**src/logic/capture_pkg.sv**
```systemverilog
`default_nettype none

package capture_pkg;

    localparam int SAMPLE_W    = 16;
    localparam int TDATA_W     = 128;
    localparam int LINE_W      = 32;
    localparam int FRAME_LEN_W = 16;
    localparam int CH_ID_W     = 8;

    localparam int LANES = TDATA_W / SAMPLE_W; // samples per beat.

    localparam logic [7:0] HEADER_ID = 8'hA5; // tag in line 0 of each header.

    typedef logic [SAMPLE_W-1:0]    sample_t;
    typedef logic [TDATA_W-1:0]     tdata_t;
    typedef logic [TDATA_W/8-1:0]   tkeep_t;
    typedef logic [LINE_W-1:0]      line_t;
    typedef logic [FRAME_LEN_W-1:0] frame_len_t;
    typedef logic [CH_ID_W-1:0]     ch_id_t;

endpackage

`default_nettype wire

```
**src/logic/sample_packer.sv**
```systemverilog
`default_nettype none

module sample_packer
    import capture_pkg::*;
(
    input  logic    ACLK,
    input  logic    ARESET,
    input  logic    sample_valid,
    input  sample_t sample_data,
    output logic    word_valid,
    output tdata_t  word_data
);

    localparam int LANE_W = $clog2(LANES);
    localparam logic [LANE_W-1:0] LAST_LANE = LANE_W'(LANES - 1);

    logic [LANE_W-1:0] lane_q;
    tdata_t            shift_q;

    always_ff @(posedge ACLK) begin
        if (ARESET) begin
            lane_q     <= '0;
            word_valid <= 1'b0;
        end else begin
            word_valid <= 1'b0;
            if (sample_valid) begin
                if (lane_q == LAST_LANE) begin
                    lane_q     <= '0;
                    word_valid <= 1'b1; // word complete.
                end else begin
                    lane_q <= lane_q + 1'b1;
                end
            end
        end
    end

    // new samples enter at the top, so the oldest ends up in lane 0
    always_ff @(posedge ACLK) begin
        if (sample_valid) begin
            shift_q <= {sample_data, shift_q[TDATA_W-1:SAMPLE_W]};
        end
    end

    assign word_data = shift_q;

endmodule

`default_nettype wire

```
**config.mk**
```make
export PLATFORM = sky130hd
export DESIGN_NAME = sample_packer
export DESIGN_NICKNAME = d
export VERILOG_FILES = /design/src/logic/capture_pkg.sv /design/src/logic/sample_packer.sv
export SDC_FILE = /design/constraint.sdc
export NUM_CORES = 1
export LEC_CHECK = 0
export ABC_AREA = 1
export ABC_CLOCK_PERIOD_IN_PS = 1500
export BUFFER_PORTS_ARGS = -buffer_cell sky130_fd_sc_hd__buf_2
export CELL_PAD_IN_SITES_DETAIL_PLACEMENT = 1
export CELL_PAD_IN_SITES_GLOBAL_PLACEMENT = 2
export CORE_MARGIN = 4
export CORE_UTILIZATION = 25
export CTS_CLUSTER_DIAMETER = 120
export CTS_CLUSTER_SIZE = 24
export DETAILED_ROUTE_END_ITERATION = 16
export PLACE_DENSITY_LB_ADDON = 0.1
export SYNTH_ARGS = -nofsm -noshare
export SYNTH_HDL_FRONTEND = slang
export SYNTH_SLANG_ARGS = --single-unit
```
**constraint.sdc**
```tcl
create_clock -name ACLK -period 1.5 [get_ports ACLK]
set_input_delay 0.225 -clock ACLK [delete_from_list [all_inputs] [get_ports ACLK]]
set_output_delay 0.225 -clock ACLK [all_outputs]
set_load 0.02 [all_outputs]
```
==> impl_metrics.csv <==
group,metric,value,unit
grt,grt_pass1_wl,12900,um
timing,fin_crit,1.240,ns
yosys,syn_nets,170,
clock_tree,cts_max_path_buffers,2,
worst_setup_path,crit_chain,"buf_2",
drt,drc_errors,0,
clock_tree,post_cts_resize_count,0,
worst_setup_path,crit_buf_inv,1,
yosys,synth.distinct_cells,10,
yosys,syn_avg_cell_area,26.95,um2
drt,drtAntennaViolNets,0,
drt,drt_iter0_drc,101,
die,die_x,134.7,um
min_path,hp-class,"primary input to register",
yosys,netlist_area,4015,um2
die,die_y,134.7,um
grt,gr-total-overflow,0,
timing,setup_tns,0,ns
finish,syn2layout_area_growth,46.93,%
power_and_ir_drop,seqPwrFrac,0.473,
power_and_ir_drop,irDropWorstVdd,0.7299,mV
power_and_ir_drop,p_comb_frac,0.070,
finish,num_antenna_cells,0,
timing,setup_violations,0,
grt,grt_max_degree,34,
finish,drive_above_1_share,0.5286,
worst_setup_path,path_delay_family,"flip-flops",
grt,grt_usage,0.09799,
clock_tree,cts.sinks,132,
timing,rsz0062_at_grt,"no",
worst_setup_path,cp-start-kind,"register",
timing,drv_slew,0,
power_and_ir_drop,p_switching,0.002043,W
drt,wl_per_cell,15.21,um
die,io_pins,148,
clock_tree,hold_buffers,17,
run,cap_violations,0,
yosys,yosysWarnings,0,
yosys,synth_seq_cells,132,
drt,wl,8610,um
power_and_ir_drop,pwr-share-clk,0.457,
placed_design,io_buffer_count,147,
finish,fillers,1592,
placed_design,place_inst,517,
power_and_ir_drop,power_density,1580,nW/um2
clock_tree,cts_tree,"built",
grt,antenna_found_initial,0,
die,rows,46,
timing,tightest_slew,0.2104,ns
timing,fin_ws,0.2600,ns
finish,fin_cells,566,
placed_design,routabilityCongestion,0.6777,
worst_setup_path,slowest_stage,"edfxtp_1",
clock_tree,h-tree-depth,4,
drt,viasPerCell,3.664,
clock_tree,postCtsSetupBuffers,0,
timing,finalCritPeriodShare,0.8267,
die,coreArea,15830,um2
power_and_ir_drop,power_switching_share,0.2192,
worst_setup_path,crit_fanout,2,
drt,vias,2074,
clock_tree,insertion_delay,0.41,ns
clock_tree,cts_buffers,17,
finish,finalNetCount,358,
timing,hold_viol,0,
power_and_ir_drop,p_int,0.007279,W
worst_setup_path,cpPeakStageDelay,0.42,ns
worst_setup_path,arrival,1.02,ns
outcome,status,"finished, final reports clean",
clock_tree,cts.clk_slew.worst_paths,0.06,ns
clock_tree,root_buffer,"clkbuf_16",
drt,dr.pass1.iters,4,
worst_setup_path,worstSetupPathType,"register to primary output",
placed_design,dp_slack,0.4489,ns
timing,slew_headroom,0.8597,
placed_design,dp_hpwl,6059,um
power_and_ir_drop,leakagePower,2.333,nW
yosys,synth-seq-area-share,0.9773,
worst_setup_path,required,1.27,ns
yosys,syn_inst,149,
die,start_util,0.2537,
die,die_area,18150,um2
grt,grt_pass1_vias,2302,
timing,fin_worst_skew,0.004865,ns
worst_setup_path,cp-end-kind,"primary output",
timing,clock.fmax,806.4,MHz
[final cells by class]
cell class                      count  area [um2]  share of cell area
Tap cell                          216       270.3             0.04581
Sequential cell                   132        3924              0.6651
Timing Repair Buffer              169       999.7              0.1695
Inverter                            4       15.01            0.002545
Clock buffer                       17       425.4             0.07211
Multi-Input combinational cell     13       76.32             0.01294
Clock inverter                     15       188.9             0.03203
[cell usage after synthesis]
library cell	n	area, um2
inv_2	1	3.750
nor3_2	1	10.01
o21ai_0	2	10.01
dfxtp_1	4	80.08
inv_1	3	11.26
a21oi_1	1	5.000
nand2_1	3	11.26
nor2_1	4	15.01
ha_1	2	25.02
edfxtp_1	128	3844
[cells in the final DEF (no fill, tap or decap), types with 2 or more instances in the layout]
cell type,Yosys,final
nand2_1,3,3
clkinv_4,0,2
inv_1,3,3
nor2_1,4,4
ha_1,2,2
dlygate4sd3_1,0,17
clkbuf_16,0,17
o21ai_0,2,2
dfxtp_1,4,4
buf_2,0,146
edfxtp_1,128,128
clkinv_2,0,5
bufinv_16,0,4
buf_12,0,4
clkinvlp_4,0,3
[worst paths after layout]
| check | from | cells past startpoint | slack, ns | end |
|---|---|---|---|---|
| worst min register to register | word_data[102] | 0 | 0.44 | word_data[86] |
| worst max-delay path | word_data[36] | 1 | 0.26 | word_data[36] |
| worst min-delay path | sample_valid | 1 | 0.16 | word_data[119] |
| worst max register to register | lane_q[0] | 4 | 0.45 | lane_q[2] |
[registers in the layout, summed over array words and instances, names as in the netlist]
name        cells
lane_q          3
word_valid      1
word_data     128
[metal layers]
layer  share of wire  global-route usage  vias to the layer above
met1            0.36             0.09556                     1007
met4           0.026             0.05260                        0
met5               0                   0                        -
met2            0.53              0.1648                       79
met3           0.091             0.05514                       15
li1                -                   -                      973
[per-stage QoR]
stage / instance area, um2 / power (W) / utilization / hold slack (ns)
after floorplan: 4015 / 0.004761 / - / 0.2947
after global placement: 5115 / 0.005115 / 0.3232 / 0.4022
after detailed placement: 5115 / 0.005127 / 0.3232 / 0.4035
after CTS: 5899 / 0.009460 / 0.3727 / 0.1431
after global routing: 5899 / 0.009693 / 0.3727 / 0.1378
final: 5899 / 0.009321 / 0.3727 / 0.1590
[power groups by stage]
stage / clock network (W) / logic (W) / registers, W
floorplan: 0 / 0.0000149 / 0.00475
global placement: 0 / 0.000634 / 0.00448
detailed placement: 0 / 0.000640 / 0.00449
CTS: 0.00437 / 0.000674 / 0.00441
global route: 0.00455 / 0.000703 / 0.00444
finish: 0.00426 / 0.000657 / 0.00441
[worst register-to-register path, cell delays in order (launching register included)]
cell	delay, ns
dfxtp_1	0.32
ha_1	0.20
ha_1	0.27
nor2_1	0.10
nor2_1	0.05
[kinds of logic (layout without fill, tap and decap cells)]
| logic type | Yosys count | after routing | synth area share |
|---|---|---|---|
| DFF | 132 | 132 | 0.9773 |
| and+or+nand+nor | 8 | 8 | 0.009036 |
| buffers and inverters | 4 | 205 | 0.003738 |
| AOI/OAI and AO/OA | 3 | 3 | 0.003738 |
| adders and majority gates | 2 | 2 | 0.006231 |
Note: power is estimated with default switching activity, not from simulation.
