## src/logic/capture_pkg.sv

```systemverilog
`default_nettype none

package capture_pkg;

    localparam int SAMPLE_W    = 16;
    localparam int TDATA_W     = 128;
    localparam int LINE_W      = 32;
    localparam int FRAME_LEN_W = 16;
    localparam int CH_ID_W     = 8;

    localparam int LANES = TDATA_W / SAMPLE_W; // samples per beat.

    localparam logic [7:0] HEADER_ID = 8'hA5; // tag in line 0 of each header.

    typedef logic [SAMPLE_W-1:0]    sample_t;
    typedef logic [TDATA_W-1:0]     tdata_t;
    typedef logic [TDATA_W/8-1:0]   tkeep_t;
    typedef logic [LINE_W-1:0]      line_t;
    typedef logic [FRAME_LEN_W-1:0] frame_len_t;
    typedef logic [CH_ID_W-1:0]     ch_id_t;

endpackage

`default_nettype wire

```

## src/logic/capture_sequencer.sv

```systemverilog
`default_nettype none

module capture_sequencer
    import capture_pkg::*;
#(
    parameter int HEADER_LINES = 4,
    parameter int FOOTER_LINES = 1
) (
    input  logic                                        ACLK,
    input  logic                                        ARESET,
    input  logic                                        capture_start,
    input  frame_len_t                                  capture_len,
    input  ch_id_t                                      capture_ch,
    input  logic                                        word_valid,
    input  tdata_t                                      word_data,
    output logic                                        data_wr_en,
    output tdata_t                                      data_wr_data,
    output logic                                        desc_wr_en,
    output logic [(HEADER_LINES+FOOTER_LINES)*LINE_W-1:0] desc_wr_data,
    output logic                                        capture_busy
);

    localparam int DESC_W = (HEADER_LINES + FOOTER_LINES) * LINE_W;

    typedef enum logic [1:0] {S_IDLE, S_CAPTURE, S_EMIT} state_t;

    state_t     state_q;
    frame_len_t len_q;
    frame_len_t cnt_q;
    ch_id_t     ch_q;
    line_t      seq_q;
    line_t      word_idx_q;
    line_t      start_idx_q;
    line_t      csum_q;
    logic       take;
    logic       accept;

    function automatic line_t fold_lanes(input tdata_t w);
        line_t acc;
        acc = '0;
        for (int i = 0; i < TDATA_W / LINE_W; i++) begin
            acc ^= w[i*LINE_W +: LINE_W];
        end
        return acc;
    endfunction

    assign take   = word_valid && (state_q == S_CAPTURE);
    assign accept = capture_start && (state_q != S_CAPTURE); // ignored while busy.

    assign data_wr_en   = take;
    assign data_wr_data = word_data;
    assign desc_wr_en   = (state_q == S_EMIT);
    assign capture_busy = (state_q == S_CAPTURE);

    always_ff @(posedge ACLK) begin
        if (ARESET) begin
            state_q    <= S_IDLE;
            cnt_q      <= '0;
            seq_q      <= '0;
            word_idx_q <= '0;
        end else begin
            if (word_valid) begin
                word_idx_q <= word_idx_q + 1'b1; // global word count.
            end
            if (state_q == S_EMIT) begin
                seq_q <= seq_q + 1'b1;
            end
            case (state_q)
                S_CAPTURE: begin
                    if (take) begin
                        cnt_q <= cnt_q + 1'b1;
                        if (cnt_q + 1'b1 == len_q) begin
                            state_q <= S_EMIT;
                        end
                    end
                end
                default: begin
                    state_q <= accept ? S_CAPTURE : S_IDLE;
                    cnt_q   <= '0;
                end
            endcase
        end
    end

    always_ff @(posedge ACLK) begin
        if (accept) begin
            len_q  <= capture_len;
            ch_q   <= capture_ch;
            csum_q <= '0;
        end else if (take) begin
            csum_q <= csum_q ^ fold_lanes(word_data);
        end
        if (take && cnt_q == '0) begin
            start_idx_q <= word_idx_q;
        end
    end

    // line 0 sits in the top bits
    always_comb begin
        desc_wr_data = '0;
        desc_wr_data[DESC_W-1 -: LINE_W] = {HEADER_ID, ch_q, len_q};
        desc_wr_data[DESC_W-1-LINE_W -: LINE_W] = seq_q;
        if (HEADER_LINES > 2) begin
            desc_wr_data[DESC_W-1-2*LINE_W -: LINE_W] = start_idx_q;
        end
        desc_wr_data[FOOTER_LINES*LINE_W-1 -: LINE_W] = csum_q; // footer line 0.
    end

endmodule

`default_nettype wire

```

## config.mk

```make
export PLATFORM = sky130hd
export DESIGN_NAME = capture_sequencer
export DESIGN_NICKNAME = d
export VERILOG_FILES = /design/src/logic/capture_pkg.sv /design/src/logic/capture_sequencer.sv
export SDC_FILE = /design/constraint.sdc
export NUM_CORES = 1
export LEC_CHECK = 0
export BUFFER_PORTS_ARGS = -buffer_cell sky130_fd_sc_hd__buf_2
export CAP_MARGIN = 20
export CORE_ASPECT_RATIO = 0.7
export CORE_MARGIN = 1
export CORE_UTILIZATION = 30
export DETAILED_ROUTE_END_ITERATION = 6
export SYNTH_ARGS = -nofsm -noshare
export SYNTH_HDL_FRONTEND = slang
export SYNTH_SLANG_ARGS = --single-unit
```

## constraint.sdc

```tcl
create_clock -name ACLK -period 2.5 [get_ports ACLK]
set_input_delay 0.25 -clock ACLK [delete_from_list [all_inputs] [get_ports ACLK]]
set_output_delay 0.25 -clock ACLK [all_outputs]
set_load 0.02 [all_outputs]
```

==> results.cfg <==
[critical_path]
crit_fanout = 8
crit_path_top_delay_cell = dfxtp_1
critPathRequiredTime_ns = 2.83
r2r-end = state_q[0]
critPathTopFamily = compound AO/OA/AOI/OAI gates
crit_buf_inv = 0
startpoint_type = register
reg2reg_depth = 7
cpPeakStageDelay_ns = 0.50
worstPathCellList = ha_1 > nand3_4 > nor3b_4 > xnor2_1 > a41oi_2 > o2111ai_1 > o31a_1
crit_type = register to register
ff2ff_setup_slack_ns = 0.27
r2r-start = cnt_q[0]
arrival_ns = 2.56
end_kind = register

[status]
status = complete, no violations

[global_route]
grt_pass1_vias = 6751
grt_max_degree = 67
track_usage_pct = 15.92
antenna_found_initial = 7
grt_pass1_wl_um = 37820
gr-total-overflow = 0

[sta]
fin_skew_ns = 0.01152
worst_pin_slew_ns = 0.7274
min_period_ns = 2.227
setup_viol = 0
hold_viol_final = 0
slew_viol_final = 0
max_freq_mhz = 448.9
final.period_utilization_pct = 89.10
rsz0062_at_grt = no
tns_ns = 0
finalHoldWorstSlack_ns = 0.1929
relSlewSlack_pct = 51.51

[clock_tree]
h-tree-depth = 4
path_clk_slew_ns = 0.07
post_cts_buffers = 0
cts_tree = yes
cts_sinks = 170
cts_max_path_buffers = 2
cts_resized = 0
cts_buffers = 17
root_buffer = clkbuf_16
clkLatencyLatePin_ns = 0.45
cts_hold_buffers = 24

[hold_path]
whs_path_depth = 4
min-delay-start = capture_start
hold-path-endpoint = state_q[0]
min_path_type = input pin to register

[logic_synthesis]
synth.cell_area_mm2 = 0.009285
yosysTopAreaCell = dfxtp_1
ys_seq_elements = 170
synth_top_area_share_pct = 24.58
yosys_most_used_dff = dfxtp_1
synth_edf_count = 56
synthCells = 951
ys_seq_area_share_pct = 42.69
synth_cell_type_count = 62
synth_area_per_cell_um2 = 9.764
synthTopCellsByArea = dfxtp_1 25%, edfxtp_1 18%, buf_4 14%, xnor2_1 13%, xor2_1 5.1%
async_flop_share_pct = 0
yosys_warnings = 0

[final_layout]
syn_to_final_growth_pct = 23.65
final.fill_count = 3033
multi_input_area_mm2 = 0.003998
nets = 1405
drive_gt1_share_pct = 37.71
regArea_mm2 = 0.003964

[floorplan]
fp.dieH_um = 149.2
num_rows = 53
coreArea_mm2 = 0.03024
pin_count = 447
die-width_um = 212.3
start_util_pct = 30.71
die_area_mm2 = 0.03167

[power_and_ir_drop]
total_power_mw = 7.045
leakage_nw = 4.803
ir_worst_vdd_mv = 0.3270
p_per_area_mw_per_mm2 = 613.6

[routing]
routed_via_density = 4.344
drt-total-wl_um = 25590
antenna_left = 0
vias = 7263
wire_per_inst_um = 15.31
drtPass1Iterations = 4
drtIter0Drc = 365
remaining_drc_errors = 0

[placement]
dpl.hpwl_um = 20020
port_buffers = 406
finalWeightedCongestion = 0.8862

[flow_run]
cap_violations = 0
## per-layer routing
layer	vias to the layer above	global-route usage (%)	share of wire [%]
li1	3608	-	-
met1	3395	21.35	46
met2	229	23.54	45
met3	29	4.695	6.6
met4	2	7.086	2.1
met5	-	0	0.051
## area by class of cell
| cell class | instances | area share (%) |
|---|---|---|
| multi-input combinational | 606 | 34.82 |
| sequential | 170 | 34.52 |
| timing repair buffer | 439 | 20.49 |
| tap | 412 | 4.490 |
| clock buffer | 19 | 3.956 |
| clock inverter | 13 | 1.330 |
| inverter | 10 | 0.3269 |
| antenna | 3 | 0.06539 |
## through the flow
step	utilization (%)	std cells	setup WS [ns]	area [um2]
3_3_place_gp	35.14	1613	0.4152	10630
5_1_grt	37.97	1672	0.1157	11480
6_report	37.97	1672	0.2725	11480
3_5_place_dp	35.14	1613	0.2962	10630
4_1_cts	37.94	1669	0.2647	11470
2_1_floorplan	-	989	0.2949	9435
## synth_stat cells (2+ instances only)
cell	n
and3_2	2
buf_1	3
xnor2_1	135
and3_1	9
nor3b_1	2
or3_1	36
xor2_1	54
nand4_2	2
edfxtp_1	56
nor4_1	4
nand2b_1	2
nor2_1	92
nor2b_1	5
buf_4	169
nand3b_1	4
and2_1	2
nand4_1	24
nor3_4	2
and4_1	4
nor4_2	6
nor3_1	8
nand2_1	30
clkbuf_1	20
buf_2	5
ha_1	5
mux2i_1	3
a21oi_1	40
inv_1	10
conb_1	2
nand4_4	2
buf_6	4
o21ai_0	38
nand3_1	29
dfxtp_1	114
## layout by cell type (no fill, tap or decap), types with 4 or more instances in the layout
| master | Yosys | layout |
|---|---|---|
| a21oi_1 | 40 | 40 |
| and3_1 | 9 | 9 |
| and4_1 | 4 | 4 |
| buf_2 | 5 | 406 |
| buf_4 | 169 | 8 |
| clkbuf_16 | 0 | 18 |
| conb_1 | 2 | 40 |
| dfxtp_1 | 114 | 114 |
| dlygate4sd3_1 | 0 | 24 |
| edfxtp_1 | 56 | 56 |
| ha_1 | 5 | 5 |
| inv_1 | 10 | 10 |
| inv_6 | 0 | 5 |
| nand2_1 | 30 | 29 |
| nand3_1 | 29 | 29 |
| nand3b_1 | 4 | 4 |
| nand4_1 | 24 | 24 |
| nor2_1 | 92 | 91 |
| nor2b_1 | 5 | 4 |
| nor3_1 | 8 | 8 |
| nor4_1 | 4 | 4 |
| nor4_2 | 6 | 6 |
| o21ai_0 | 38 | 38 |
| or3_1 | 36 | 36 |
| xnor2_1 | 135 | 135 |
| xor2_1 | 54 | 54 |
## cells by family after synthesis
family | count (synthesis) | synth area share (%)
AND/OR/NAND/NOR | 277 | 16.88
XOR/XNOR | 189 | 17.83
flip-flops | 170 | 42.69
other | 2 | 0.08088
multiplexers | 3 | 0.3234
buffers and inverters | 213 | 15.98
AO/OA/AOI/OAI | 92 | 5.539
adder cells (fa/ha/maj) | 5 | 0.6738
## power breakdown
group	switching (mW)	internal [mW]
Combinational	0.763	0.473
Sequential	0.0799	2.97
Clock	1.20	1.56
Total	2.04	5.00
## worst max path at each step
stage | start | to | slack, ns | depth (start not counted)
floorplan | state_q[0] | start_idx_q[0] | 0.29 | 6
global placement | cnt_q[0] | state_q[0] | 0.42 | 7
detailed placement | cnt_q[0] | state_q[0] | 0.30 | 7
CTS | cnt_q[0] | state_q[0] | 0.26 | 7
global route | cnt_q[0] | state_q[0] | 0.12 | 7
finish | cnt_q[0] | state_q[0] | 0.27 | 7
## registers in the layout, indices dropped and copies added, names as in the netlist
name         count
word_idx_q      32
csum_q          32
cnt_q           16
start_idx_q     32
ch_q             8
len_q           16
state_q          2
seq_q           32
## tightest hold or removal path, stage by stage
cell and delay (ns):
buf_2 0.10, nor2_1 0.04, nor2_1 0.08, o31a_1 0.13
No activity file was read; power rests on OpenSTA's default activity.
