File: config.mk
export PLATFORM = sky130hd
export DESIGN_NAME = dataframe_gen
export DESIGN_NICKNAME = d
export VERILOG_FILES = /design/src/logic/capture_pkg.sv /design/src/logic/dataframe_gen.sv
export SDC_FILE = /design/constraint.sdc
export NUM_CORES = 1
export LEC_CHECK = 0
export BUFFER_PORTS_ARGS = -buffer_cell sky130_fd_sc_hd__buf_2
export CAP_MARGIN = 20
export CORE_MARGIN = 5
export CORE_UTILIZATION = 59
export DETAILED_ROUTE_END_ITERATION = 8
export GPL_ROUTABILITY_DRIVEN = 0
export HOLD_SLACK_MARGIN = 0.02
export PLACE_DENSITY = 0.93
export SLEW_MARGIN = 20
export SYNTH_ARGS = -nofsm -noshare
export SYNTH_HDL_FRONTEND = slang
export SYNTH_SLANG_ARGS = --single-unit
File: constraint.sdc
create_clock -name ACLK -period 18.7 [get_ports ACLK]
set_input_delay 2.805 -clock ACLK [delete_from_list [all_inputs] [get_ports ACLK]]
set_output_delay 2.805 -clock ACLK [all_outputs]
set_load 0.01 [all_outputs]
File: src/logic/capture_pkg.sv
`default_nettype none

package capture_pkg;

    localparam int SAMPLE_W    = 16;
    localparam int TDATA_W     = 128;
    localparam int LINE_W      = 32;
    localparam int FRAME_LEN_W = 16;
    localparam int CH_ID_W     = 8;

    localparam int LANES = TDATA_W / SAMPLE_W; // samples per beat.

    localparam logic [7:0] HEADER_ID = 8'hA5; // tag in line 0 of each header.

    typedef logic [SAMPLE_W-1:0]    sample_t;
    typedef logic [TDATA_W-1:0]     tdata_t;
    typedef logic [TDATA_W/8-1:0]   tkeep_t;
    typedef logic [LINE_W-1:0]      line_t;
    typedef logic [FRAME_LEN_W-1:0] frame_len_t;
    typedef logic [CH_ID_W-1:0]     ch_id_t;

endpackage

`default_nettype wire

File: src/logic/dataframe_gen.sv
`default_nettype none

module dataframe_gen
    import capture_pkg::*;
#(
    parameter int HEADER_LINES = 4,
    parameter int FOOTER_LINES = 1
) (
    input  logic                                        ACLK,
    input  logic                                        ARESET,
    input  logic                                        hf_fifo_empty,
    input  logic [(HEADER_LINES+FOOTER_LINES)*LINE_W-1:0] hf_fifo_dout,
    output logic                                        hf_fifo_rd_en,
    input  logic                                        adc_fifo_empty,
    input  tdata_t                                      adc_fifo_dout,
    output logic                                        adc_fifo_rd_en,
    input  logic                                        m_axis_tready,
    output logic                                        m_axis_tvalid,
    output tdata_t                                      m_axis_tdata,
    output tkeep_t                                      m_axis_tkeep,
    output logic                                        m_axis_tlast,
    output logic                                        frame_error
);

    localparam int DESC_W    = (HEADER_LINES + FOOTER_LINES) * LINE_W;
    localparam int HDR_BEATS = HEADER_LINES / 2;
    localparam int HALF_W    = TDATA_W / 2;
    localparam int KEEP_W    = $bits(tkeep_t);
    localparam int CNT_W     = FRAME_LEN_W + 1;

    localparam logic [CNT_W-1:0] CNT_IDLE = '1;
    localparam logic [CNT_W-1:0] HDR_CNT  = CNT_W'(HDR_BEATS);

    typedef logic [DESC_W-1:0] desc_t;

    logic [CNT_W-1:0] cnt_q;
    logic [CNT_W-1:0] nxt_cnt;
    logic [CNT_W-1:0] last_idx;
    frame_len_t       len_q;
    desc_t            desc_q;
    tdata_t           adc_delay_q;
    tdata_t           tdata_q;
    tdata_t           footer_beat;
    tkeep_t           tkeep_last;
    line_t            hf_line0;
    logic             tvalid_q;
    logic             pending_q;
    logic             error_q;
    logic             err_set;
    logic             clr;
    logic             idle;
    logic             tlast;
    logic             pre_last;
    logic             xfer;
    logic             start;
    logic             load_data;

    function automatic line_t desc_line(input desc_t desc, input int idx);
        return desc[DESC_W-1-idx*LINE_W -: LINE_W];
    endfunction

    // each line sits in the low bits of its half beat
    function automatic tdata_t pair_beat(input line_t hi, input line_t lo);
        return {{(HALF_W-LINE_W){1'b0}}, hi, {(HALF_W-LINE_W){1'b0}}, lo};
    endfunction

    function automatic tdata_t header_beat(input desc_t desc, input int beat);
        return pair_beat(desc_line(desc, 2*beat + 1), desc_line(desc, 2*beat));
    endfunction

    if (FOOTER_LINES == 1) begin : g_half_footer
        assign footer_beat = {{HALF_W{1'b1}}, {(HALF_W-LINE_W){1'b0}},
                              desc_line(desc_q, HEADER_LINES)};
        assign tkeep_last  = {{(KEEP_W/2){1'b0}}, {(KEEP_W/2){1'b1}}};
    end else begin : g_full_footer
        assign footer_beat = pair_beat(desc_line(desc_q, HEADER_LINES + 1),
                                       desc_line(desc_q, HEADER_LINES));
        assign tkeep_last  = '1;
    end

    assign hf_line0 = desc_line(hf_fifo_dout, 0);

    assign nxt_cnt  = cnt_q + 1'b1;
    assign last_idx = CNT_W'(len_q) + HDR_CNT; // footer beat index.
    assign idle     = (cnt_q == CNT_IDLE);
    assign tlast    = (cnt_q == last_idx);
    assign pre_last = (cnt_q == last_idx - 1'b1);
    assign xfer     = tvalid_q & m_axis_tready;

    // a new frame starts from idle, or right after the footer if one was seen
    assign start     = (idle & ~hf_fifo_empty & ~error_q) | (xfer & tlast & pending_q);
    assign load_data = xfer && (nxt_cnt >= HDR_CNT) && (nxt_cnt < last_idx);

    assign hf_fifo_rd_en  = start;
    assign adc_fifo_rd_en = start | (load_data & (nxt_cnt + 1'b1 < last_idx)); // prefetch.

    // descriptor waiting or a word needed, but no data left
    assign err_set = adc_fifo_empty & (~hf_fifo_empty | adc_fifo_rd_en);
    assign clr     = ARESET | error_q | err_set;

    always_ff @(posedge ACLK) begin
        if (ARESET) begin
            error_q <= 1'b0;
        end else if (err_set) begin
            error_q <= 1'b1;
        end
    end

    always_ff @(posedge ACLK) begin
        if (clr) begin
            cnt_q     <= CNT_IDLE;
            len_q     <= '0;
            tvalid_q  <= 1'b0;
            pending_q <= 1'b0;
        end else begin
            if (start) begin
                cnt_q    <= '0;
                len_q    <= hf_line0[FRAME_LEN_W-1:0];
                tvalid_q <= 1'b1;
            end else if (xfer) begin
                if (tlast) begin
                    cnt_q    <= CNT_IDLE;
                    tvalid_q <= 1'b0;
                end else begin
                    cnt_q <= nxt_cnt;
                end
            end
            if (pre_last) begin
                pending_q <= ~hf_fifo_empty; // next descriptor already there.
            end
        end
    end

    always_ff @(posedge ACLK) begin
        if (start) begin
            desc_q <= hf_fifo_dout;
        end
        if (adc_fifo_rd_en) begin
            adc_delay_q <= adc_fifo_dout;
        end
        if (start) begin
            tdata_q <= header_beat(hf_fifo_dout, 0);
        end else if (xfer && !tlast) begin
            if (nxt_cnt < HDR_CNT) begin
                tdata_q <= header_beat(desc_q, int'(nxt_cnt));
            end else if (load_data) begin
                tdata_q <= adc_delay_q;
            end else begin
                tdata_q <= footer_beat;
            end
        end
    end

    assign m_axis_tvalid = tvalid_q;
    assign m_axis_tdata  = tdata_q;
    assign m_axis_tlast  = tlast;
    assign m_axis_tkeep  = tlast ? tkeep_last : '1;
    assign frame_error   = error_q;

endmodule

`default_nettype wire

==> summary.md <==
| Metric | Value |
|---|---|
| YS warnings | `0` |
| Worst EP arrival | `approximately 5.5 ns` |
| Core area | `between 0.03 and 0.04 mm^2` |
| Clock Tree Root | `clkbuf_16` |
| Initial antenna violation count | `24` |
| Post_cts resized | `0` |
| Hold path endpoint | `m_axis_tdata[100]` |
| GRT Util Overall | `approximately 30%` |
| Total number of H-tree levels | `2` |
| Post-synthesis compound-gate area fraction | `a little under an eighth` |
| Worst flop-to-flop path endpoint | `adc_delay_q[31]` |
| IO buf count | `around 430` |
| Worst hold margin | `about 0.44 ns` |
| PD cells | `about 170 mW/mm^2` |
| Worst-Margin Slew | `1.13 ns` |
| Avg Vias per Cell | `about 6.1` |
| Top Layer Used | `met5` |
| Hold path cells | `2` |
| Relative slew slack | `roughly a quarter` |
| Max clock buf depth | `3` |
| Detail Route met3 WL | `around 5900 um` |
| Setup TNS | `0 ns` |
| Top cells by area, synth | `edfxtp_1 53%, dfxtp_1 10%, nand2_1 4.6%` |
| Max cap viols | `0` |
| RSZ-0062 raised after global routing | `false` |
| Cell taking the most area after synthesis | `edfxtp_1` |
| Die X | `slightly below 200 um` |
| Area grow syn2layout | `18.4%` |
| # DRC | `0` |
| Overall power | `about 4 mW` |
| Vias in the first global route | `around 16000` |
| Synth cell count leaders | `352 x edfxtp_1, 245 x nand2_1, 124 x nor2_1` |
| Clock sink total | `approximately 450` |
| Top FF cell, synth | `edfxtp_1` |
| Violation count after the first detailed-route iteration | `~2000` |
| Max Transition Viols Final | `0` |
| Largest net degree at the start of global routing | `between 100 and 150` |
| FF-to-FF setup slack | `12.08 ns` |
| RR Startpoint | `cnt_q[1]` |
| Placed wire-length estimate | `40200 um` |
| Worst VDD drop | `between 0.1 and 0.15 mV` |
| Top-level port count | `442` |
| Grt total ovfl | `0` |
| Largest family of logic cells by synthesized area | `simple AND/OR/NAND/NOR gates` |
| CP Launch Type | `register` |
| Layout cells sized above 1 | `a little over a quarter` |
| Wire length on met1 | `~20000 um` |
| Final hold violations | `0` |
| Synth Area in XOR/XNOR | `4.02%` |
| R2r worst-path depth | `15` |
| Leak pwr | `9.76 nW` |
| Met2 wire len | `a little over 30000 um` |
| Die height | `between 150 and 200 um` |
| CTS tree | `done` |
| Net Switching | `approximately 1.5 mW` |
| Fmax | `between 0.1 and 0.15 GHz` |
| Initial DRT Pass Iterations | `6` |
| Final antenna-violating net count | `0` |
| Starting Density | `between 50% and 60%` |
| Run status | `finished clean` |
| Flops & latches, synth | `~450` |
| Clock share of power | `between 20% and 30%` |
| Internal power | `approximately 2.4 mW` |
| Layout net count | `2388` |
| Synth Area in Simple Gates | `between 10 and 15%` |
| Post-synthesis mux area share | `~3.3%` |
| Async set-reset flop share out of synthesis | `0%` |
| Comb pwr share | `between 30% and 40%` |
| Min-delay src | `m_axis_tdata[100]` |
| Type of destination of the critical path | `primary output` |
| Via Count | `approximately 16000` |
| Postcts setup bufs | `0` |
| Setup Skew | `approximately 0.039 ns` |
| Mapped Cells | `between 1500 and 2000` |
| Mean Syn Cell Area | `about 12 um^2` |
| Register area share after synthesis | `between 60 and 70%` |
| Fin crit share | `44.4%` |
| Synthesized area | `~0.020 mm^2` |
| Max FO, Critical Path | `34` |
| Die ar. | `between 0.03 and 0.04 mm^2` |
| Adder-Cell Fraction of Synth Area | `~2.7%` |
| Final critical-path required period | `between 8 and 9 ns` |
| Clk_lat worst skew | `around 0.56 ns` |
| Row cnt | `67` |
| Worst EP required | `15.89 ns` |
| Cell variety after synth | `82` |
| Routed len/inst | `23.7 um` |
| Sw Share | `a little under two fifths` |
| Detailed Route WL | `60400 um` |
| Post-synth EDFFs | `between 300 and 400` |
| Core Util, Final | `70.8%` |
| Setup violations, final | `0` |
| Worst-path clk slew | `0.06 ns` |
| TritonCTS Buffers | `44` |
| Seq pwr share | `about 40%` |
| First-pass GRT wire length | `around 90000 um` |
| Top cell type's share of synthesized area | `around 53%` |
| Cell with the most instances after synthesis | `edfxtp_1` |
| Setup CP Type | `reg -> out` |
| # hold bufs at CTS | `0` |
| Hold Crit Class | `reg -> reg` |
==> critical path: stages (launching register included) <==
cell	delay, ns
dfxtp_1	0.58
ha_1	0.39
inv_1	0.18
nor4_4	0.48
nand3_2	0.15
xnor2_2	0.35
inv_1	0.08
ha_1	0.31
a21o_1	0.18
a21o_1	0.18
a211oi_1	0.34
nor2b_4	0.93
o2111ai_4	0.40
nand2_4	0.24
buf_2	0.16
==> area by class of cell <==
cell class                 count  area [um^2]
tap                          448          561
sequential                   452        12600
clock buffer                  62         1220
clock inverter                18          165
multi-input combinational   1081         6860
fill                        2022         9810
inverter                      24         97.6
timing repair buffer         448         2280
antenna                       19         47.5
==> metrics by stage <==
stage | cells | setup slack (ns) | area (um^2)
2_1_floorplan | 1680 | 9.11 | 20100
4_1_cts | 2533 | 10.43 | 23800
6_report | 2552 | 10.39 | 23800
5_1_grt | 2550 | 10.08 | 23800
3_5_place_dp | 2453 | 10.59 | 22400
3_3_place_gp | 2453 | 10.61 | 22400
==> metal layers <==
| layer | vias up | GRT usage [%] |
|---|---|---|
| li1 | 6869 | - |
| met1 | 7352 | 34.8 |
| met2 | 1144 | 51.6 |
| met3 | 259 | 6.99 |
| met4 | 12 | 17.9 |
| met5 | - | 0 |
==> registers in the layout, indices dropped and copies added (netlist names) <==
name and flops:
m_axis_tdata 128, desc_q 160, frame_error 1, adc_delay_q 128, pending_q 1, cnt_q 17, m_axis_tvalid 1, len_q 16
==> layout by cell type, fill, tap and decap left out, types with 7 or more instances in the layout <==
master	Yosys	layout
buf_4	22	14
nor2b_1	8	7
o21ai_0	55	55
o31ai_1	38	38
a21o_1	8	8
inv_1	21	20
mux2i_1	66	66
clkinv_1	1	7
clkbuf_16	0	45
a22o_1	32	32
a21oi_2	8	8
clkbuf_1	52	14
conb_1	1	8
nor2_1	124	123
a21oi_1	91	91
nand4_1	7	7
nand3_1	27	27
xnor2_1	47	47
and3_1	12	11
nor4_1	8	8
nor3_1	45	45
diode_2	0	19
buf_2	36	433
o21ai_1	44	44
xor2_1	20	20
ha_1	44	43
edfxtp_1	352	352
nand2_1	245	244
dfxtp_1	100	99
o22ai_1	35	35
==> power groups by stage <==
| stage | Sequential, mW | Clock [mW] | Combinational (mW) |
|---|---|---|---|
| after floorplan | 1.59 | 0 | 1.00 |
| after global placement | 1.56 | 0 | 1.38 |
| after detailed placement | 1.57 | 0 | 1.45 |
| after CTS | 1.56 | 0.871 | 1.47 |
| after global routing | 1.58 | 0.915 | 1.62 |
| final | 1.56 | 0.871 | 1.50 |
==> how the worst max path moves through the flow <==
stage / endpoint / slack [ns] / startpoint / cells after the start
2_1_floorplan: adc_fifo_rd_en / 9.11 / cnt_q[0] / 18
3_3_place_gp: adc_fifo_rd_en / 10.61 / m_axis_tready / 7
3_5_place_dp: adc_fifo_rd_en / 10.59 / m_axis_tready / 7
4_1_cts: adc_fifo_rd_en / 10.43 / cnt_q[1] / 14
5_1_grt: adc_fifo_rd_en / 10.08 / cnt_q[1] / 14
6_report: adc_fifo_rd_en / 10.39 / cnt_q[1] / 14
==> logic make-up (layout without fill, tap and decap cells) <==
group | after synthesis | after routing
AND/OR/NAND/NOR | 529 | 529
flip-flops | 452 | 452
AO/OA/AOI/OAI | 355 | 355
buffers and inverters | 147 | 552
XOR/XNOR | 78 | 78
multiplexers | 67 | 67
adder cells (fa/ha/maj) | 44 | 44
other | 1 | 27
(Power assumes the default switching activity.)
