$ cat src/logic/sync_fifo.sv
`default_nettype none

module sync_fifo #(
    parameter int WIDTH = 32,
    parameter int DEPTH = 16
) (
    input  logic             ACLK,
    input  logic             ARESET,
    input  logic             wr_en,
    input  logic [WIDTH-1:0] wr_data,
    input  logic             rd_en,
    output logic [WIDTH-1:0] rd_data,
    output logic             full,
    output logic             empty,
    output logic             overflow
);

    localparam int PTR_W = (DEPTH > 1) ? $clog2(DEPTH) : 1;
    localparam logic [PTR_W-1:0] PTR_LAST = PTR_W'(DEPTH - 1);
    localparam logic [PTR_W:0]   COUNT_FULL = (PTR_W + 1)'(DEPTH);

    logic [WIDTH-1:0] mem [DEPTH];
    logic [PTR_W-1:0] wr_ptr;
    logic [PTR_W-1:0] rd_ptr;
    logic [PTR_W:0]   count;
    logic             do_wr;
    logic             do_rd;

    assign full  = (count == COUNT_FULL);
    assign empty = (count == '0);
    assign do_wr = wr_en & ~full;
    assign do_rd = rd_en & ~empty;

    assign rd_data = mem[rd_ptr]; // head word is visible before the read.

    always_ff @(posedge ACLK) begin
        if (do_wr) begin
            mem[wr_ptr] <= wr_data;
        end
    end

    always_ff @(posedge ACLK) begin
        if (ARESET) begin
            wr_ptr   <= '0;
            rd_ptr   <= '0;
            count    <= '0;
            overflow <= 1'b0;
        end else begin
            if (do_wr) begin
                wr_ptr <= (wr_ptr == PTR_LAST) ? '0 : wr_ptr + 1'b1;
            end
            if (do_rd) begin
                rd_ptr <= (rd_ptr == PTR_LAST) ? '0 : rd_ptr + 1'b1;
            end
            if (do_wr && !do_rd) begin
                count <= count + 1'b1;
            end else if (do_rd && !do_wr) begin
                count <= count - 1'b1;
            end
            if (wr_en && full) begin
                overflow <= 1'b1; // sticky.
            end
        end
    end

endmodule

`default_nettype wire

$ cat config.mk
export PLATFORM = sky130hd
export DESIGN_NAME = sync_fifo
export DESIGN_NICKNAME = d
export VERILOG_FILES = /design/src/logic/sync_fifo.sv
export SDC_FILE = /design/constraint.sdc
export NUM_CORES = 1
export LEC_CHECK = 0
export BUFFER_PORTS_ARGS = -buffer_cell sky130_fd_sc_hd__buf_2
export CAP_MARGIN = 20
export CORE_ASPECT_RATIO = 0.6
export CORE_UTILIZATION = 40
export DETAILED_ROUTE_END_ITERATION = 7
export PLACE_DENSITY = 0.65
export SYNTH_ARGS = -nofsm -noshare
export SYNTH_HDL_FRONTEND = slang
export SYNTH_SLANG_ARGS = --single-unit
$ cat constraint.sdc
create_clock -name ACLK -period 5.1 [get_ports ACLK]
set_clock_uncertainty 0.1 [all_clocks]
set_input_delay 1.02 -clock ACLK [delete_from_list [all_inputs] [get_ports ACLK]]
set_output_delay 1.02 -clock ACLK [all_outputs]
set_load 0.02 [all_outputs]
==> flow_summary.ini, run 1 <==
[status]
status = completed

[clock_network]
cts_tree = yes
ctsResizeCount = 0
cts_hold_buf = 0
clock_latency_ns = 0.55
root_buffer = clkbuf_16
cts_sinks = 530
clk_pin_slew_worst_paths_ns = 0.07
clockBufferDepth = 3
htreeDepth = 2
cts_inserted_buffers = 45
postCtsSetupRepairBufs = 0

[timing]
finalCritPeriodShare_pct = 78.4
tns_ns = 0
slew_viol_final = 0
rsz0062_at_grt = false
maxSlewHeadroom_pct = 24.0
fin_crit_ns = 4.00
worstMarginPinSlew_ns = 1.14
max_freq_ghz = 0.250
whs_ns = 0.374
setup-violations-final = 0
timing.final.ws_setup_ns = 1.10
hold_viol_final = 0

[global_route]
antenna_found_initial = 2
first_global_vias = 9598
grt_max_degree = 49
grt-ovfl-total = 0
grt_pass1_wl_um = 63900
grt_use_total_pct = 17.1

[detailed_routing]
drt_iter0_drc = 873
top_layer = met5
routedWlPerCell_um = 25.5
met3_length_um = 2710
via_per_inst = 5.50
drc = 0
first_pass_iters = 5
drt_wl_total_um = 43100
vias = 9289
postRouteAntennaNets = 0
wl_met2_um = 20000
wl_met1_um = 20000

[synthesis]
synth-simple-area-share_pct = 1.79
synth_fa_ha_area_share_pct = 0.723
synth-edff-count = 512
yosysUniqueCellTypes = 41
synth_nets = 950
yosys.area_share.xor_xnor_pct = 0.218
synth.cell_area_um2 = 20100
synth_flop_cell = edfxtp_1
synth_compound_area_share_pct = 3.11
synth_top_family_by_area = multiplexers
ys_warn_count = 0
synthMuxAreaShare_pct = 14.6
syn_inst = 903
yosysSeqAreaShare_pct = 78.4
async_flop_share_pct = 0
synth-seq-cells = 530
syn_area_per_cell_um2 = 22.2

[power]
ir_worst_vdd_mv = 0.288
p_sw_mw = 2.58
power_density_nw_per_um2 = 448
p_int_mw = 7.68
p_comb_share_pct = 17.3
swShare_pct = 25.1
pwr-share-clk_pct = 33.4
power.total_mw = 10.3
p_leak_nw = 7.20
power_frac_seq_pct = 49.3

[placed_design]
place.gp.congestion = 0.714
port_buffers = 70
place_ws_ns = 1.61
dp_hpwl_um = 23300
post_dp_cell_area_um2 = 21500
dp.cells = 1607

[die]
start_util_pct = 40.6
die_area_um2 = 51100
rows = 63
io_pins = 71
coreArea_um2 = 49400
dieWidth_um = 291
die_y_um = 176

[final_layout]
drive_gt1_share_pct = 31.3
fin_cells = 1690
syn2layout_area_growth_pct = 14.2
stdcell_area_um2 = 22900
final_cell_mix = edfxtp_1 (512), mux4_2 (128), buf_2 (70)
nets = 1051
final_core_util_pct = 46.4
final_common_cell = edfxtp_1

[setup_path]
worstPathArrival_ns = 2.88
cp_max_fo = 35
startpoint_type = flip-flop
end_kind = output pin
path_class = flip-flop to output pin
crit_required_ns = 3.98

[flow_run]
drv_cap = 0

[hold_path]
hold_class = flip-flop to flip-flop
-- layer usage --
metal	vias up	GRT usage, %
li1	3995	-
met2	276	26.4
met5	-	0
met4	2	2.78
met1	4981	25.6
met3	35	3.56
-- cells in the mapped netlist (all sizes together) (2+ instances only) --
library cell	number	share of area [%]
nand2	38	0.71
nand3	3	0.10
buf	19	0.50
xor2	4	0.17
o211ai	2	0.10
o21ai	2	0.11
nor2	29	0.54
dfxtp	18	1.8
ha	10	0.62
a21oi	8	0.20
mux4	128	14
inv	7	0.13
nor2b	2	0.062
nand2b	2	0.062
edfxtp	512	77
nor3	4	0.10
a31oi	2	0.062
clkbuf	31	0.58
a22oi	64	2.4
mux2i	3	0.15
-- path summary, 6_finish.rpt --
check,to,from,cells past startpoint,slack (ns)
max,rd_data[10],flip-flop,5,1.10
min,overflow,overflow,2,0.37
max reg2reg,count[4],count[0],9,1.92
min reg2reg,overflow,overflow,2,0.37
-- state kept, by name (all words and copies together), names as in the netlist, named ones only --
name      flops
rd_ptr        4
wr_ptr        4
overflow      1
mem         512
count         5
-- cell families after synthesis --
logic type,Yosys count
flip-flops,530
multiplexers,132
AO/OA/AOI/OAI,84
AND/OR/NAND/NOR,84
buffers and inverters,57
adder cells (fa/ha/maj),11
XOR/XNOR,5
-- power by group through the flow --
stage	Sequential (mW)	Combinational, mW	Clock (mW)
2_1_floorplan	5.05	1.38	0
3_3_place_gp	5.15	1.80	0
3_5_place_dp	5.16	1.81	0
4_1_cts	5.07	1.82	3.49
5_1_grt	5.08	1.93	3.65
6_report	5.06	1.77	3.43
-- worst max-delay path: stages, from the launching register on --
cell	delay, ns
dfxtp_4	0.86
buf_4	0.42
mux4_2	0.54
a22oi_1	0.24
nand2_1	0.08
buf_2	0.16
-- layout make-up --
type / count / area (µm²)
fillers: 4021 / 26500
inverters: 7 / 26.3
multi-input cells: 316 / 4230
well taps: 650 / 813
diodes: 1 / 2.50
flip-flops and latches: 530 / 15700
clock buffers: 55 / 1180
repair buffers: 104 / 656
clock inverters: 27 / 265
Power figures use the tool's default switching activity.
==> run 2, diff against run 1 <==
- PLACE_DENSITY: 0.65 -> 0.67
- clock period: 5.1 -> 3.5 ns (I/O delays scaled with it)
==> run 2 against run 1 <==
Against the previous run: flip-flop and latch count unchanged; sequential power up 43%; global-route usage down 0.16 points; combinational power up 61%; via count up 1.3%; clock power up 51%; cell count up 0.95%; worst setup slack worse by 0.90 ns; core utilization up 0.77 points; total power up 49%; die area unchanged; critical path type unchanged; largest cell class unchanged; largest power group unchanged.
==> flow_summary.ini, run 2 (synthesis gave the netlist of run 1 again) <==
[die]
start_util_pct = 40.6
die_y_um = 176
dieWidth_um = 291
rows = 63
die_area_um2 = 51100
io_pins = 71
coreArea_um2 = 49400

[global_route]
grt_max_degree = 45
grt-ovfl-total = 0
grt_pass1_wl_um = 64000
antenna_found_initial = 3
first_global_vias = 9888
grt_use_total_pct = 17.0

[final_layout]
top_register = mem
final_core_util_pct = 47.1
final_cell_mix = edfxtp_1 (512), mux4_2 (128), buf_2 (70)
fill_cells = 4000
nets = 1066
syn2layout_area_growth_pct = 16.1
largest_registers = mem x512, count x5
drive_gt1_share_pct = 32.2
largest_reg_flops = 512
final_common_cell = edfxtp_1

[power]
p_leak_nw = 7.34
pwr-share-clk_pct = 33.9
swShare_pct = 25.1
power_frac_seq_pct = 47.5
ir_worst_vdd_mv = 0.457
p_comb_share_pct = 18.6
power_density_nw_per_um2 = 656
power.total_mw = 15.3
p_sw_mw = 3.84
p_int_mw = 11.4

[detailed_routing]
drt_iter0_drc = 1003
drc = 0
drt_wl_total_um = 42800
vias = 9412
routedWlPerCell_um = 25.1
postRouteAntennaNets = 0
via_per_inst = 5.52
first_pass_iters = 5

[status]
status = completed

[clock_network]
cts_sinks = 530
clk_pin_slew_worst_paths_ns = 0.07
clockBufferDepth = 3
htreeDepth = 2
root_buffer = clkbuf_16
clock_latency_ns = 0.56
cts_hold_buf = 0
cts_tree = yes
cts_inserted_buffers = 46

[setup_path]
cp_top_family = flip-flops
cp_max_fo = 44
crit_required_ns = 2.70
path_class = flip-flop to output pin
path_cells = buf_12 > mux4_2 > a22oi_1 > nand2_1 > buf_2
critPathSlowestCell = dfxtp_4
slowest_delay_ns = 0.62
end_kind = output pin
startpoint_type = flip-flop
path_buf_inv = 2
worstPathArrival_ns = 2.50

[flow_run]
drv_cap = 0

[timing]
max_freq_ghz = 0.303
fin_crit_ns = 3.30
tns_ns = 0
maxSlewHeadroom_pct = 55.9
worstMarginPinSlew_ns = 0.660
setup-violations-final = 0
rsz0062_at_grt = false
slew_viol_final = 0
finalCritPeriodShare_pct = 94.2
hold_viol_final = 0

[placed_design]
port_buffers = 70
dp_hpwl_um = 23800
place.gp.congestion = 0.732

[hold_path]
hold_class = input pin to flip-flop
## run 2: final timing paths
| check | startpoint | end | slack [ns] | cells after the start |
|---|---|---|---|---|
| max reg2reg | count[0] | count[4] | 0.27 | 9 |
| max | flip-flop | rd_data[27] | 0.20 | 5 |
| min | wr_en | overflow | 0.33 | 3 |
| min reg2reg | overflow | overflow | 0.36 | 2 |
## run 2: layout make-up
class	instances	area (µm²)	share of cell area (%)
antenna	2	5.00	0.0215
tap	650	813	3.49
timing repair buffer	118	936	4.02
inverter	7	26.3	0.113
multi-input combinational	316	4260	18.3
clock inverter	29	308	1.32
clock buffer	54	1210	5.20
sequential	530	15700	67.6
## run 2: metrics by stage
stage / setup WS, ns / instances / instance area, µm² / hold WS (ns)
after floorplan: 0.554 / 903 / 20100 / 0.372
after global placement: 0.404 / 1613 / 21700 / 0.357
after detailed placement: 0.290 / 1613 / 21700 / 0.350
after CTS: 0.0581 / 1696 / 23200 / 0.311
after global routing: 0.116 / 1705 / 23300 / 0.355
final: 0.204 / 1706 / 23300 / 0.328
## run 2: metal layers
layer | GRT usage (%) | share of wire (%) | vias to the layer above
met5 | 0 | 0.040 | -
met4 | 3.11 | 1.3 | 2
met3 | 3.48 | 7.0 | 52
met2 | 26.4 | 47 | 319
met1 | 25.0 | 45 | 5001
li1 | - | - | 4038
## run 2: worst min-delay path, delay by kind of cell
| family | cells | cell delay, ns |
|---|---|---|
| compound gates | 1 | 0.06 |
| simple gates | 1 | 0.07 |
| buf+inv | 1 | 0.12 |
## run 2: what timing repair did
action / in CTS / in global routing
endpoints found under the setup margin: 0 / 1
resized for setup: 0 / 0
hold endpoints to repair: 0 / 0
buffers inserted: 0 / 8
## run 2: power by group through the flow
stage	clock network [mW]	registers, mW	logic [mW]
global placement	0	7.43	2.75
CTS	5.29	7.30	2.80
floorplan	0	7.35	2.01
global route	5.54	7.28	3.07
finish	5.18	7.26	2.85
detailed placement	0	7.44	2.79
==> run 3, diff against run 2 <==
- ABC_AREA: not set -> 1
- PLACE_DENSITY: 0.67 -> 0.66
==> run 3 against run 2 <==
Against the previous run: flip-flop and latch count did not move; sequential power barely moved; core utilization fell by 1.6 points; clock power fell by 5.4%; synthesized cell count rose by 130%; critical endpoint is now rd_data[31]; via count rose by 54%; total power rose by 4.8%.
==> flow_summary.ini, run 3 <==
[global_route]
grt-ovfl-total = 0
grt_use_total_pct = 19.0
antenna_found_initial = 3
grt_max_degree = 112
grt_pass1_wl_um = 82200
first_global_vias = 13991

[final_layout]
fill_cells = 4952
top_register = mem
final_common_cell = nand2_1
largest_registers = mem x512, count x5
multiInputGateArea_um2 = 5370
final_core_util_pct = 45.5
register_area_um2 = 15700
stdcell_area_um2 = 24800
final_cell_mix = nand2_1 (829), edfxtp_1 (512), nand3_1 (267)
drive_gt1_share_pct = 9.03
syn2layout_area_growth_pct = 11.5
nets = 2148
largest_reg_flops = 512

[synthesis]
synth-seq-cells = 530
yosysUniqueCellTypes = 24
synth_common_cells = nand2_1 (829), edfxtp_1 (512), nand3_1 (267)
syn_area_per_cell_um2 = 10.8
synth_top_area_share_pct = 69.1
yosysSeqAreaShare_pct = 70.8
ys_top_cells_by_area = edfxtp_1 (69%), nand2_1 (14%), nand3_1 (6.0%)
synth-edff-count = 512
async_flop_share_pct = 0
synth.cell_area_um2 = 22200
synth_nets = 2098
yosysTopAreaCell = edfxtp_1
ys_warn_count = 0
syn_inst = 2051
yosysMostFrequentCell = nand2_1
synth_flop_cell = edfxtp_1

[setup_path]
r2r_slack_ns = 0.83
crit_required_ns = 2.70
path_class = flip-flop to output pin
reg2reg_from = count[0]
reg2regPathDepth = 13
timing.rr.end = count[3]
cp_max_fo = 52
startpoint_type = flip-flop
worstPathArrival_ns = 2.40
end_kind = output pin

[detailed_routing]
first_pass_iters = 5
postRouteAntennaNets = 0
drc = 0
vias = 14540
routedWlPerCell_um = 18.6
via_per_inst = 5.09
drt_iter0_drc = 1635
drt_wl_total_um = 53200

[die]
io_pins = 71
coreArea_um2 = 54500
die_y_um = 185
die_area_um2 = 56600
rows = 66
start_util_pct = 40.8
dieWidth_um = 306

[timing]
max_freq_ghz = 0.313
hold_viol_final = 0
maxSlewHeadroom_pct = 45.8
slew_viol_final = 0
setup-violations-final = 0
timing.final.ws_setup_ns = 0.301
fin_crit_ns = 3.20
rsz0062_at_grt = false
finalCritPeriodShare_pct = 91.4
worstMarginPinSlew_ns = 0.812

[clock_network]
htreeDepth = 2
clk_pin_slew_worst_paths_ns = 0.07
postCtsSetupRepairBufs = 0
cts_tree = yes
cts_inserted_buffers = 47
cts_sinks = 530
ctsResizeCount = 0
clockBufferDepth = 3
root_buffer = clkbuf_16
clock_latency_ns = 0.58
cts_hold_buf = 0

[power]
p_leak_nw = 9.87
power_density_nw_per_um2 = 646
p_comb_share_pct = 24.0
ir_worst_vdd_mv = 0.522
p_sw_mw = 5.09
swShare_pct = 31.8
power_frac_seq_pct = 45.4
pwr-share-clk_pct = 30.6
p_int_mw = 10.9

[placed_design]
place.gp.congestion = 0.821
place_ws_ns = 0.705
dp_hpwl_um = 29000
post_dp_cell_area_um2 = 23400
port_buffers = 70

[hold_path]
hold_end = overflow
min-delay-start = wr_en
hold_class = input pin to flip-flop
hold_path_depth = 3

[status]
status = completed

[flow_run]
drv_cap = 0
-- run 3: changes by cell type after synthesis, sizes merged, moves of 3 or more --
cell    delta
mux4     -128
o21ai     +34
buf       +68
nand3    +264
clkbuf    -12
a22oi     -64
mux2i      -3
inv      +152
nor2      +59
nand2    +792
o211ai     +3
-- run 3: final cells by class --
type,count,share of cell area [%]
Clock inverter,26,0.777
Clock buffer,60,4.94
Multi-Input combinational cell,1256,21.7
Tap cell,714,3.60
Timing Repair Buffer,107,3.09
Antenna cell,2,0.0202
Sequential cell,530,63.5
Inverter,159,2.44
-- run 3: worst max path at each step --
stage / depth (start not counted) / end / slack, ns / startpoint
finish: 9 / rd_data[31] / 0.30 / flip-flop
global route: 8 / rd_data[28] / 0.09 / flip-flop
CTS: 9 / rd_data[7] / 0.25 / flip-flop
detailed placement: 6 / mem[12][10] / 0.71 / wr_en
global placement: 12 / count[3] / 0.65 / wr_en
floorplan: 2 / mem[3][0] / -0.07 / wr_en
-- run 3: power groups by stage --
stage	registers (mW)	clock network, mW	logic, mW
2_1_floorplan	7.38	0	2.76
3_3_place_gp	7.40	0	3.79
3_5_place_dp	7.41	0	3.86
4_1_cts	7.28	4.98	3.87
5_1_grt	7.29	5.22	4.30
6_report	7.28	4.90	3.85
-- run 3: layer usage --
metal,routed length (µm),global-route usage (%)
met1,24300,28.0
met2,23600,29.5
met3,4260,3.01
met4,1030,4.50
met5,14,0
-- run 3: worst max-delay path: stages (launching register included) --
cell and delay, ns:
dfxtp_4 0.38, inv_6 0.27, buf_12 0.29, nand2_1 0.08, nand2_1 0.09, nand2_1 0.06
nand3_1 0.09, nand3_1 0.15, nand2_1 0.18, buf_2 0.19
-- run 3: cell families after synthesis --
logic type | share of synthesized area [%]
simple gates | 21.7
flops | 70.8
buf+inv | 5.59
compound gates | 1.20
fa+ha+maj | 0.653
xor+xnor | 0.118
-- run 3: stage by stage --
step / total power [mW] / TNS, ns / std cells / hold slack (ns)
after floorplan: 10.1 / -6.86 / 2051 / 0.356
after global placement: 11.2 / 0 / 2766 / 0.347
after detailed placement: 11.3 / 0 / 2766 / 0.358
after CTS: 16.1 / 0 / 2852 / 0.281
after global routing: 16.8 / 0 / 2854 / 0.309
final: 16.0 / 0 / 2854 / 0.303
